<file path="src/design/fp_pkg.sv">
// Shared widths and types for the single-precision add/sub pipeline
// IEEE 754 binary32 layout, no NaN, infinity or subnormal support
// Significands carry the hidden bit plus three guard bits below the fraction
`default_nettype none

package fp_pkg;

    // Binary32 field widths
    localparam int word_bits  = 32;
    localparam int exp_bits   = 8;
    localparam int mant_bits  = 23;

    // Extra bits kept below the fraction during alignment
    localparam int guard_bits = 3;

    // Hidden bit + fraction + guard bits
    localparam int sig_bits   = 1 + mant_bits + guard_bits;

    // Alignment shift amount, wide enough for max_shift
    localparam int shift_bits = 5;

    // Shifting by the full significand width already clears it
    localparam int max_shift  = sig_bits;

    // Edges from an enabled sample to data_reg_c, result register included
    localparam int pipe_depth = 5;

    // Packed float
    typedef logic [word_bits-1:0]  word_t;

    // Biased exponent
    typedef logic [exp_bits-1:0]   exp_t;

    // Aligned significand with guard bits
    typedef logic [sig_bits-1:0]   sig_t;

    // Alignment amount
    typedef logic [shift_bits-1:0] shift_t;

endpackage

`default_nettype wire

</file>
<file path="src/design/fp_align.sv">
// Exponent compare, operand swap and significand alignment, two register stages
// A zero exponent field reads as exact zero and its fraction is ignored
// Shift saturates at max_shift; bits pushed past the guard bits are lost
`timescale 1ns/1ns
`default_nettype none

module fp_align (
    input  logic          clk,
    input  logic          arst_n,
    input  fp_pkg::word_t a,
    input  fp_pkg::word_t b,
    input  logic          operation_select,
    output fp_pkg::sig_t  big_sig,
    output fp_pkg::sig_t  small_sig,
    output logic          big_sign,
    output logic          small_sign,
    output fp_pkg::exp_t  big_exp
);

    // Unpacked operand fields
    fp_pkg::exp_t                 a_exp, b_exp;
    logic [fp_pkg::mant_bits-1:0] a_man, b_man;
    logic                         a_sign, b_sign;
    fp_pkg::sig_t                 a_sig, b_sig;

    // Compare results
    logic                         a_is_big;
    fp_pkg::exp_t                 exp_diff;
    fp_pkg::shift_t               shift_amt;

    // Stage 1 state
    fp_pkg::sig_t                 s1_big_sig, s1_small_sig;
    logic                         s1_big_sign, s1_small_sign;
    fp_pkg::exp_t                 s1_big_exp;
    fp_pkg::shift_t               s1_shift;

    assign a_exp  = a[fp_pkg::mant_bits +: fp_pkg::exp_bits];
    assign b_exp  = b[fp_pkg::mant_bits +: fp_pkg::exp_bits];
    assign a_man  = a[fp_pkg::mant_bits-1:0];
    assign b_man  = b[fp_pkg::mant_bits-1:0];
    assign a_sign = a[fp_pkg::word_bits-1];
    // Subtract is add with b negated
    assign b_sign = b[fp_pkg::word_bits-1] ^ operation_select;

    // Hidden bit only when the exponent field is nonzero
    assign a_sig = (a_exp != '0) ? {1'b1, a_man, {fp_pkg::guard_bits{1'b0}}} : '0;
    assign b_sig = (b_exp != '0) ? {1'b1, b_man, {fp_pkg::guard_bits{1'b0}}} : '0;

    // Exponent first, then significand; ties go to a
    assign a_is_big = (a_exp > b_exp) || ((a_exp == b_exp) && (a_sig >= b_sig));
    assign exp_diff = a_is_big ? (a_exp - b_exp) : (b_exp - a_exp);

    // Large gaps clamp, the small operand then aligns to nothing
    assign shift_amt = (exp_diff >= fp_pkg::exp_t'(fp_pkg::max_shift)) ?
                       fp_pkg::shift_t'(fp_pkg::max_shift) :
                       exp_diff[fp_pkg::shift_bits-1:0];

    // Stage 1, swap and shift amount
    always_ff @(posedge clk or negedge arst_n) begin
        if (!arst_n) begin
            s1_big_sig    <= '0;
            s1_small_sig  <= '0;
            s1_big_sign   <= 1'b0;
            s1_small_sign <= 1'b0;
            s1_big_exp    <= '0;
            s1_shift      <= '0;
        end else begin
            s1_big_sig    <= a_is_big ? a_sig : b_sig;
            s1_small_sig  <= a_is_big ? b_sig : a_sig;
            s1_big_sign   <= a_is_big ? a_sign : b_sign;
            s1_small_sign <= a_is_big ? b_sign : a_sign;
            s1_big_exp    <= a_is_big ? a_exp : b_exp;
            s1_shift      <= shift_amt;
        end
    end

    // Stage 2, aligned small significand
    always_ff @(posedge clk or negedge arst_n) begin
        if (!arst_n) begin
            big_sig    <= '0;
            small_sig  <= '0;
            big_sign   <= 1'b0;
            small_sign <= 1'b0;
            big_exp    <= '0;
        end else begin
            big_sig    <= s1_big_sig;
            small_sig  <= s1_small_sig >> s1_shift;
            big_sign   <= s1_big_sign;
            small_sign <= s1_small_sign;
            big_exp    <= s1_big_exp;
        end
    end

endmodule

`default_nettype wire

</file>
<file path="src/design/fp_mant_add.sv">
// Magnitude add or subtract of the aligned significands, one register stage
// Expects big_sig >= small_sig, which the alignment swap guarantees
`timescale 1ns/1ns
`default_nettype none

module fp_mant_add (
    input  logic         clk,
    input  logic         arst_n,
    input  fp_pkg::sig_t big_sig,
    input  fp_pkg::sig_t small_sig,
    input  logic         big_sign,
    input  logic         small_sign,
    input  fp_pkg::exp_t big_exp,
    output fp_pkg::sig_t sum_sig,
    output logic         carry,
    output logic         sum_sign,
    output fp_pkg::exp_t sum_exp
);

    // Signs differ, so magnitudes subtract
    logic                       eff_sub;
    // One extra bit for the carry out of an add
    logic [fp_pkg::sig_bits:0]  raw_sum;

    assign eff_sub = big_sign ^ small_sign;

    // Difference never borrows, top bit stays clear on subtract
    always_comb begin
        if (eff_sub) begin
            raw_sum = {1'b0, big_sig} - {1'b0, small_sig};
        end else begin
            raw_sum = {1'b0, big_sig} + {1'b0, small_sig};
        end
    end

    always_ff @(posedge clk or negedge arst_n) begin
        if (!arst_n) begin
            sum_sig  <= '0;
            carry    <= 1'b0;
            sum_sign <= 1'b0;
            sum_exp  <= '0;
        end else begin
            sum_sig  <= raw_sum[fp_pkg::sig_bits-1:0];
            carry    <= raw_sum[fp_pkg::sig_bits];
            // Larger magnitude decides the sign
            sum_sign <= big_sign;
            sum_exp  <= big_exp;
        end
    end

endmodule

`default_nettype wire

</file>
<file path="src/design/fp_normalize.sv">
// Normalization and packing, one register stage
// Rounds toward zero by dropping the guard bits
// Zero and underflowed results become +0; exponent overflow is not handled
`timescale 1ns/1ns
`default_nettype none

module fp_normalize (
    input  logic          clk,
    input  logic          arst_n,
    input  fp_pkg::sig_t  sum_sig,
    input  logic          carry,
    input  logic          sum_sign,
    input  fp_pkg::exp_t  sum_exp,
    output fp_pkg::word_t result
);

    // Leading zeros above the first set bit, sig_bits when all clear
    fp_pkg::shift_t lead_zeros;

    // Normalized significand, hidden bit at the top
    fp_pkg::sig_t   norm_sig;
    fp_pkg::exp_t   norm_exp;
    logic           flush;

    // Priority encoder, highest set bit wins as the loop climbs
    always_comb begin
        lead_zeros = fp_pkg::shift_t'(fp_pkg::sig_bits);
        for (int i = 0; i < fp_pkg::sig_bits; i++) begin
            if (sum_sig[i]) begin
                lead_zeros = fp_pkg::shift_t'(fp_pkg::sig_bits - 1 - i);
            end
        end
    end

    always_comb begin
        // Default path after a cancelling subtract or a plain add
        norm_sig = sum_sig << lead_zeros;
        norm_exp = sum_exp - fp_pkg::exp_t'(lead_zeros);
        // Exponent would reach zero or go negative
        flush    = (sum_sig == '0) || (sum_exp <= fp_pkg::exp_t'(lead_zeros));

        // Carry out, one place right and exponent up
        if (carry) begin
            norm_sig = {carry, sum_sig[fp_pkg::sig_bits-1:1]};
            norm_exp = sum_exp + fp_pkg::exp_t'(1);
            flush    = 1'b0;
        end
    end

    always_ff @(posedge clk or negedge arst_n) begin
        if (!arst_n) begin
            result <= '0;
        end else if (flush) begin
            // Always +0, sign dropped
            result <= '0;
        end else begin
            // Hidden bit and guard bits fall away here
            result <= {sum_sign, norm_exp,
                       norm_sig[fp_pkg::sig_bits-2 -: fp_pkg::mant_bits]};
        end
    end

endmodule

`default_nettype wire

</file>
<file path="src/design/fp_add_sub.sv">
// Pipelined binary32 add/subtract, operation_select high means a - b
// Operands and operation are zeroed while en is low
// data_reg_c updates pipe_depth edges after an enabled sample and holds otherwise
// No back-pressure; a new sample may enter on every clock
`timescale 1ns/1ns
`default_nettype none

module fp_add_sub (
    input  logic          clk,
    input  logic          arst_n,
    input  logic          en,
    input  fp_pkg::word_t a,
    input  fp_pkg::word_t b,
    input  logic          operation_select,
    output fp_pkg::word_t data_reg_c
);

    // Gated inputs
    fp_pkg::word_t a_gated, b_gated;
    logic          op_gated;

    // Align to add
    fp_pkg::sig_t  big_sig, small_sig;
    logic          big_sign, small_sign;
    fp_pkg::exp_t  big_exp;

    // Add to normalize
    fp_pkg::sig_t  sum_sig;
    logic          carry, sum_sign;
    fp_pkg::exp_t  sum_exp;

    fp_pkg::word_t result;

    // One bit per stage ahead of the result register, which is the last stage
    logic [fp_pkg::pipe_depth-2:0] en_line;

    assign a_gated  = en ? a : '0;
    assign b_gated  = en ? b : '0;
    assign op_gated = en & operation_select;

    fp_align i_align (
        .clk              (clk),
        .arst_n           (arst_n),
        .a                (a_gated),
        .b                (b_gated),
        .operation_select (op_gated),
        .big_sig          (big_sig),
        .small_sig        (small_sig),
        .big_sign         (big_sign),
        .small_sign       (small_sign),
        .big_exp          (big_exp)
    );

    fp_mant_add i_mant_add (
        .clk        (clk),
        .arst_n     (arst_n),
        .big_sig    (big_sig),
        .small_sig  (small_sig),
        .big_sign   (big_sign),
        .small_sign (small_sign),
        .big_exp    (big_exp),
        .sum_sig    (sum_sig),
        .carry      (carry),
        .sum_sign   (sum_sign),
        .sum_exp    (sum_exp)
    );

    fp_normalize i_normalize (
        .clk      (clk),
        .arst_n   (arst_n),
        .sum_sig  (sum_sig),
        .carry    (carry),
        .sum_sign (sum_sign),
        .sum_exp  (sum_exp),
        .result   (result)
    );

    // Enable travels beside the data
    always_ff @(posedge clk or negedge arst_n) begin
        if (!arst_n) begin
            en_line <= '0;
        end else begin
            en_line <= {en_line[fp_pkg::pipe_depth-3:0], en};
        end
    end

    // Result register, loads only for enabled samples
    always_ff @(posedge clk or negedge arst_n) begin
        if (!arst_n) begin
            data_reg_c <= '0;
        end else if (en_line[fp_pkg::pipe_depth-2]) begin
            data_reg_c <= result;
        end
    end

endmodule

`default_nettype wire

</file>
<file path="config.mk">
export PLATFORM = sky130hd
export DESIGN_NAME = fp_add_sub
export DESIGN_NICKNAME = d
export VERILOG_FILES = /design/src/design/fp_pkg.sv /design/src/design/fp_align.sv /design/src/design/fp_mant_add.sv /design/src/design/fp_normalize.sv /design/src/design/fp_add_sub.sv
export SDC_FILE = /design/constraint.sdc
export NUM_CORES = 1
export LEC_CHECK = 0
export BUFFER_PORTS_ARGS = -buffer_cell sky130_fd_sc_hd__buf_2
export CORE_ASPECT_RATIO = 0.7
export CORE_MARGIN = 3
export CORE_UTILIZATION = 40
export CTS_CLUSTER_DIAMETER = 30
export CTS_CLUSTER_SIZE = 20
export DETAILED_ROUTE_END_ITERATION = 6
export SYNTH_ARGS = -nofsm -noshare
export SYNTH_HDL_FRONTEND = slang
export SYNTH_SLANG_ARGS = --single-unit
export TNS_END_PERCENT = 10
</file>
<file path="constraint.sdc">
create_clock -name clk -period 12.6 [get_ports clk]
set_clock_uncertainty 0.2 [all_clocks]
set_input_delay 1.26 -clock clk [delete_from_list [all_inputs] [get_ports clk]]
set_output_delay 1.26 -clock clk [all_outputs]
set_load 0.01 [all_outputs]
</file>
After elaboration in Yosys (flattened, before gate mapping)
Cells that the tools add are included.
- word-level logic and storage cells: 83
- bits of input ports: 68
- register bits after elaboration: 238
- output and inout port bits: 32
- reductions and logical operators: 6
- multiplexer cells: 43
- eq/ne operators: 1
- $lt $le $gt $ge: 4
- bitwise operators: 3
- shift operators: 2
- add/sub/neg operators: 6
- operators with widths (operator ; count):
    $mux W5 ; 27
    $mux W27 ; 4
    $mux W32 ; 3
    $add A27 B27 Y28 ; 1
    $mux W28 ; 1
    $sub A27 B27 Y28 ; 1
    $ge A27 B27 Y1 ; 1
    $logic_not A27 Y1 ; 1
    $shl A27 B5 Y26 ; 1
    $shr A27 B5 Y27 ; 1
    $mux W26 ; 1
    $mux W8 ; 3
    $reduce_bool A8 Y1 ; 2
    $sub A8 B8 Y8 ; 2
    $add A8 B1 Y8 const B ; 1
    $eq A8 B8 Y1 ; 1
    $ge A8 B5 Y1 const B ; 1
    $gt A8 B8 Y1 ; 1
    $le A8 B5 Y1 ; 1
    $sub A8 B5 Y8 ; 1
    $mux W1 ; 4
    $logic_or A1 B1 Y1 ; 2
    $xor A1 B1 Y1 ; 2
    $and A1 B1 Y1 ; 1
    $logic_and A1 B1 Y1 ; 1

Depth between registers and ports, before layout
Gate-level depths: netlist of run 1.
- word-level depth: 31
- mapped depth: 21
- gate-level depth less buffers: 20

Cells and area by module
A second synthesis of run 1 with hierarchy kept.
- cell total of the unflattened synthesis: 1619
- area total of the unflattened synthesis: 14806.7 sq um
- by module, submodules not included (module ; instances ; area each (sq um) ; sequential area each (sq um) ; cells an instance):
    fp_align ; 1 ; 6588.8 ; 3103.0 ; 697
    fp_normalize ; 1 ; 3440.8 ; 800.8 ; 451
    fp_mant_add ; 1 ; 2891.5 ; 925.9 ; 327
    fp_add_sub ; 1 ; 1885.6 ; 900.9 ; 144

Worst setup path after synthesis of run 1
OpenSTA, ideal clock, no wires.
- path type: in2reg
- start point: input en
- end point: register i_align.s1_shift[1]
- stages on the path: 19
- buffers on the path: 3
- path slack: 7.467 ns
- data arrival time: 4.811 ns
- setup time: 0.122 ns
- required time: 12.278 ns
- path through: clkbuf_1 -> clkbuf_1 -> nand2_1 -> inv_1 -> nor4_1 -> nand4_1 -> clkbuf_1 -> nand2_1 -> ha_1 -> nand4_1 -> nor3_1 -> and3_1 -> a2111o_1 -> a311oi_2 -> nor2_2 -> a2111o_1 -> nand2_1 -> o31a_1 -> nand2_1
- cells in the longest elaborated chain, start to end: 9
- elaborated cells between the ends (all ways): 16
- classes of those cells: add/sub (2); order compare (3); eq/ne (1); mux (6); reduce/logical (4)
- ends and longest elaborated chain (item ; line ; source):
    start: declaration ; fp_add_sub.sv:11 ; input logic en,
    $mux W32, on equally long branches ; fp_add_sub.sv:37, fp_add_sub.sv:38 ;
    $reduce_bool A8 Y1, on equally long branches ; fp_align.sv:46, fp_align.sv:47 ;
    $mux W27, on equally long branches ; fp_align.sv:46, fp_align.sv:47 ;
    $ge A27 B27 Y1 ; fp_align.sv:50 ; assign a_is_big = (a_exp > b_exp) || ((a_exp == b_exp) && (a_sig >= b_sig));
    $logic_and A1 B1 Y1 ; fp_align.sv:50 ;
    $logic_or A1 B1 Y1 ; fp_align.sv:50 ;
    $mux W8 * ; fp_align.sv:51 ; assign exp_diff = a_is_big ? (a_exp - b_exp) : (b_exp - a_exp);
    $ge A8 B5 Y1 ; fp_align.sv:54 ; assign shift_amt = (exp_diff >= fp_pkg::exp_t'(fp_pkg::max_shift)) ?
    $mux W5 * ; fp_align.sv:54 ;
    net i_align.shift_amt[1] ; fp_align.sv:29 ; fp_pkg::shift_t shift_amt;
    end signal: assignment ; fp_align.sv:73 ; s1_shift <= shift_amt;
    end: declaration ; fp_align.sv:35 ; fp_pkg::shift_t s1_shift;
Mark *: on every way through the listed nets, which the timed path passes. The rest lies on a longest branch.
A chain may end at the register's enable or synchronous reset.

Worst setup path in the final report of run 1
Ends and elaborated chain as after synthesis.

==> results of run 1 <==
## power by group through the flow
stage | Combinational, uW | Clock (uW) | Sequential [uW]
2_1_floorplan | 1480 | 0 | 1080
3_3_place_gp | 1930 | 0 | 1160
3_5_place_dp | 1940 | 0 | 1160
4_1_cts | 1950 | 1100 | 1150
5_1_grt | 2180 | 1140 | 1180
6_report | 1960 | 1080 | 1150
## registers in the layout, indices dropped and copies added (netlist names)
name	flops
data_reg_c	32
en_line	4
i_align.big_exp	8
i_align.big_sig	24
i_align.big_sign	1
i_align.s1_big_exp	8
i_align.s1_big_sig	24
i_align.s1_big_sign	1
i_align.s1_shift	5
i_align.s1_small_sig	24
i_align.s1_small_sign	1
i_align.small_sig	27
i_align.small_sign	1
i_mant_add.carry	1
i_mant_add.sum_exp	8
i_mant_add.sum_sig	27
i_mant_add.sum_sign	1
i_normalize.result	32
## path summary, 6_finish.rpt
path	depth (start not counted)	slack, ns	endpoint
max	18	6.53	i_align.s1_shift[1]
min	0	0.14	i_align.big_exp[5]
max reg2reg	18	7.52	i_normalize.result[19]
min reg2reg	0	0.14	i_align.big_exp[5]
max in group asynchronous	2	10.17	i_align.big_sig[15]
min in group asynchronous	1	0.55	data_reg_c[4]
## cell type report
class / count / area, um^2
multi-input combinational: 1068 / 7282
clock inverter: 26 / 317.8
timing repair buffer: 116 / 633.1
clock buffer: 46 / 1044
fill: 3078 / 17050
tap: 427 / 534.3
sequential: 229 / 5731
inverter: 44 / 165.2
## layout by cell type, fill, tap and decap left out, drive strengths merged, types with 8 or more instances in the layout
| cell | synthesis | routed |
|---|---|---|
| mux2 | 56 | 56 |
| nor2 | 105 | 105 |
| o31ai | 35 | 35 |
| ha | 70 | 70 |
| o21bai | 8 | 8 |
| nand2b | 15 | 15 |
| clkbuf | 64 | 46 |
| mux2i | 70 | 70 |
| nor3 | 24 | 24 |
| xor2 | 26 | 26 |
| o211ai | 9 | 9 |
| o21ai | 121 | 121 |
| inv | 44 | 55 |
| a31oi | 9 | 9 |
| a21o | 19 | 19 |
| a21oi | 80 | 80 |
| xnor2 | 39 | 39 |
| dfrtp | 229 | 229 |
| nand3 | 19 | 19 |
| nor4 | 9 | 9 |
| nor2b | 23 | 23 |
| a211oi | 17 | 17 |
| nand2 | 175 | 175 |
| buf | 18 | 116 |
| and2 | 29 | 29 |
## worst max-delay path: stages
cell,delay [ns]
buf_2,0.22
nand2_1,0.21
inv_1,0.12
nor4_1,0.28
nand4_1,0.93
nand2_1,0.44
ha_1,0.31
nand4_1,0.15
nor3_1,0.06
and3_1,0.23
a2111o_1,0.46
a311oi_4,0.33
nor2_4,0.04
buf_4,0.36
a2111o_1,0.47
nand2_1,0.13
o31a_1,0.17
nand2_1,0.05
## kinds of logic after synthesis
kind of cell,count (synthesis)
buffers and inverters,126
xor gates and xnor gates,65
muxes,133
and+or+nand+nor,438
AOI/OAI and AO/OA,359
adders and majority gates,73
DFF,229
## per-layer routing
layer  global-route usage [%]  wire length [um]  vias to the layer above
li1                         -                 -                     5234
met1                    33.83             18830                     5250
met2                    26.06             13930                      311
met3                    3.649              2684                       34
met4                    3.463               438                        0
met5                        0                 0                        -
## through the flow
stage | setup slack [ns] | hold slack, ns
after floorplan | 7.467 | 0.1312
after global placement | 6.085 | 0.1310
after detailed placement | 6.062 | 0.1347
after CTS | 6.606 | 0.1450
after global routing | 6.118 | 0.1483
final | 6.533 | 0.1428
==> impl_metrics.ini, run 1 <==
[placed_design]
numPortBuffers = 99
gp_congestion = 0.9130
place_area_um2 = 14350
place_inst = 1884
dpl.hpwl_um = 27070

[cts]
clk_pin_slew_ns = 0.06
htreeDepth = 2
ctsHoldBuffers = 0
cts_setup_buffers = 0
cts_buffers = 39
clock_tree.root_cell = clkbuf_16
cts_sinks = 229
ctsResizeCount = 0
tritoncts = built
cts_buffer_depth = 3
clk_latency_ns = 0.53

[synth]
synth_commonest_cells = 229 x dfrtp_1, 175 x nand2_1, 104 x nor2_1
synth_area_leaders = dfrtp_1 43%, ha_1 6.5%, mux2i_1 5.2%
synth_top_area_cell = dfrtp_1
avgSynthCellArea_um2 = 9.467
yosys.cell_types.count = 70
ys.flop_type = dfrtp_1
syn_area_um2 = 13470
synthMuxAreaShare_pct = 11.05
synth_cells = 1423
synth-compound-area-share_pct = 16.69
ys_ff_latch = 229
synthSimpleGateAreaFrac_pct = 14.95
yosys.area_share.xor_xnor_pct = 4.226
synth_edf_count = 0
yosys_warnings = 0
ys_seq_area_share_pct = 42.54
yosysMostFrequentCell = dfrtp_1
synth_top_family_by_area = compound AO/OA/AOI/OAI gates
synth_nets = 1564
synthAdderAreaFrac_pct = 6.947
synth_top_area_share_pct = 42.54
ys_async_sr_fraction_pct = 100.0

[power_and_ir_drop]
swShare_pct = 40.72
p_total_uw = 4190
seqPwrFrac_pct = 27.5
irDropWorstVdd_v = 0.0001024
combPwrFrac_pct = 46.9
p_clk_share_pct = 25.7
pwr_density_cell_nw_per_um2 = 266.8
internal-power_uw = 2484
p_leak_uw = 0.007377
p_sw_uw = 1706

[floorplanning]
die_y_um = 159.5
core_area_um2 = 32760
num_rows = 55
die_area_um2 = 35950
start_util_pct = 41.13
die_x_um = 225.3
ioPinCount = 100

[drt]
viasPerCell = 5.536
drt_wl_total_um = 35890
drc = 0
num_vias = 10829
dr.pass1.iters = 5
postRouteAntennaNets = 0
wl_per_cell_um = 18.35
drt_iter0_drc = 1110

[timing]
tightestPinTransition_ns = 1.136
slew_viol_final = 0
relSlewSlack_pct = 24.05
setup_viol = 0
period_needed_ns = 6.067
tns_ns = 0
period_share_pct = 48.15
hold_viol = 0
max_freq_mhz = 164.8
rsz0062_at_grt = false

[flow_run]
cap_violations = 0

[grt]
overflow = 0
grt_pass1_vias = 10212
antenna_found_initial = 1
grt_max_degree = 101
grt_pass1_wl_um = 58030
gr-usage-all-layers_pct = 20.03

[critical_path]
worstReg2RegStart = i_mant_add.sum_sig[10]
worstSetupStartpointType = input pin
cp_max_fo = 73
criticalPathCategory = in -> reg
cp-startpoint = en
endpoint_kind = flop
crit_arrival_ns = 6.27
crit_required_ns = 12.80

[finish]
nets = 1639
stdcell_count = 1956
fin_util_pct = 47.95
num_antenna_cells = 0
layout-drive-gt1-share_pct = 17.27
finalInstanceArea_um2 = 15710
synthToLayoutAreaGrowth_pct = 16.59

[worst_hold_path]
hp-class = reg -> reg
min-delay-start = i_align.s1_big_exp[5]

[status]
status = finished clean
No activity file was read; power rests on OpenSTA's default activity.
==> run 2, diff against run 1 <==
==> constraint.sdc (replaced) <==
create_clock -name clk -period 4.86 [get_ports clk]
set_clock_uncertainty 0.2 [all_clocks]
set_input_delay 0.486 -clock clk [delete_from_list [all_inputs] [get_ports clk]]
set_output_delay 0.486 -clock clk [all_outputs]
set_load 0.01 [all_outputs]
==> run 2 against run 1 <==
  * Cell count increased by 0.66%
  * Design area increased by 1.2%
  * Worst setup slack got worse by 6.2 ns
  * First-iteration DRC count decreased by 1.8%
  * Clock power increased to 2.7 times the previous value
  * Count of clock-buffer cells in the layout increased by 2
==> impl_metrics.ini, run 2 (synthesized netlist as in run 1, its figures left out) <==
[worst_hold_path]
hp-class = in -> reg

[placed_design]
place_area_um2 = 14460
place_inst = 1896
gp_congestion = 0.9563
dpl.hpwl_um = 28020
numPortBuffers = 99

[flow_run]
cap_violations = 0

[power_and_ir_drop]
irDropWorstVdd_v = 0.0002581
p_leak_uw = 0.007493
pwr_density_cell_nw_per_um2 = 693.5

[floorplanning]
core_area_um2 = 32760
start_util_pct = 41.13
die_area_um2 = 35950
num_rows = 55
die_y_um = 159.5
ioPinCount = 100
die_x_um = 225.3

[finish]
top_regs = data_reg_c x32, i_normalize.result x32
final_cell_mix = 229 x dfrtp_1, 175 x nand2_1, 103 x nor2_1, 98 x buf_2, 83 x o21ai_0
stdcell_count = 1969
finalInstanceArea_um2 = 15900
layout-drive-gt1-share_pct = 18.03
num_antenna_cells = 0
nets = 1653
mostFrequentLayoutCell = dfrtp_1
fill_cells = 3083
synthToLayoutAreaGrowth_pct = 18.00

[critical_path]
cp_cell_sequence = nor3_2 > nand2b_1 > nor4_2 > nand2_1 > nor2_1 > nand2_1 > o41ai_1 > xor2_1 > ha_1 > a21o_1 > a21o_1 > a21oi_1 > o21ai_0 > and3_1 > a211o_1 > a221o_1 > a21oi_1 > o21bai_1 > xor2_1
path_delay_family = compound AO/OA/AOI/OAI gates
cp_max_fo = 8
criticalPathCategory = reg -> reg
crit_path_top_delay_cell = dfrtp_1
endpoint_kind = flop
critical_path.max_stage_delay_ns = 0.42
worstSetupStartpointType = flop
critical_path_buf_inv_count = 0
crit_required_ns = 5.06
crit_arrival_ns = 4.71

[grt]
grt_max_degree = 107
grt_pass1_vias = 10325
gr-usage-all-layers_pct = 20.55
grt_pass1_wl_um = 59210
overflow = 0
antenna_found_initial = 4

[cts]
cts_buffer_depth = 3
htreeDepth = 2
clk_pin_slew_ns = 0.05
cts_sinks = 229
tritoncts = built
cts_buffers = 40
cts_setup_buffers = 0
clk_latency_ns = 0.53
clock_tree.root_cell = clkbuf_16

[timing]
tightestPinTransition_ns = 0.9227
period_share_pct = 92.74
relSlewSlack_pct = 38.49
period_needed_ns = 4.507
hold_viol = 0
max_freq_mhz = 221.9
rsz0062_at_grt = false
setup_viol = 0
tns_ns = 0
slew_viol_final = 0

[drt]
postRouteAntennaNets = 0
drt_wl_total_um = 36750
dr.pass1.iters = 6
viasPerCell = 5.498
drc = 0
num_vias = 10825
wl_per_cell_um = 18.66
drt_iter0_drc = 1090

[status]
status = finished clean
## run 2: routing by layer
layer,part of all wire (%),vias up,GRT usage [%]
met1,51,5160,33.60
met3,8.5,49,5.787
met4,1.2,4,3.521
met2,39,365,26.54
li1,-,5247,-
met5,0.073,-,0
## run 2: layout make-up
| class | instances | area (um^2) | area share [%] |
|---|---|---|---|
| clock buffers | 48 | 1082 | 6.808 |
| clock inverters | 24 | 332.8 | 2.094 |
| inverters | 44 | 165.2 | 1.039 |
| multi-input cells | 1068 | 7293 | 45.88 |
| flip-flops and latches | 229 | 5731 | 36.05 |
| well taps | 427 | 534.3 | 3.361 |
| repair buffers | 129 | 758.2 | 4.770 |
## run 2: timing repair
action | in CTS | in global routing
resized for setup | 0 | 2
setup endpoints to repair | 0 | 2
hold endpoints to repair | 104 | 0
hold buffers | 1 | 0
## run 2: power breakdown
part / switching, uW / total, uW / internal (uW)
logic: 2960 / 5150 / 2200
clock network: 984 / 2870 / 1880
registers: 520 / 3010 / 2490
total: 4460 / 11000 / 6560
## run 2: worst paths after layout
path	startpoint	to	slack (ns)	cells past startpoint
setup / recovery	i_align.small_sig[3]	i_mant_add.carry	0.35	19
hold / removal	a[31]	i_align.s1_small_sign	0.07	2
setup reg to reg	i_align.small_sig[3]	i_mant_add.carry	0.35	19
hold reg to reg	i_align.s1_big_exp[6]	i_align.big_exp[6]	0.14	0
max in group asynchronous	arst_n	i_align.s1_big_exp[7]	3.03	3
min in group asynchronous	arst_n	data_reg_c[3]	0.37	2
## run 2: per-stage QoR
step	utilization (%)	hold slack, ns	power (uW)	setup WS, ns
after detailed placement	44.14	0.1347	8110	0.2620
after floorplan	-	-0.009591	6655	0.4771
final	48.53	0.07288	11020	0.3526
after global routing	48.53	0.05919	11840	0.009206
after global placement	44.14	0.1322	8068	0.3333
after CTS	48.50	0.05201	11050	0.2181
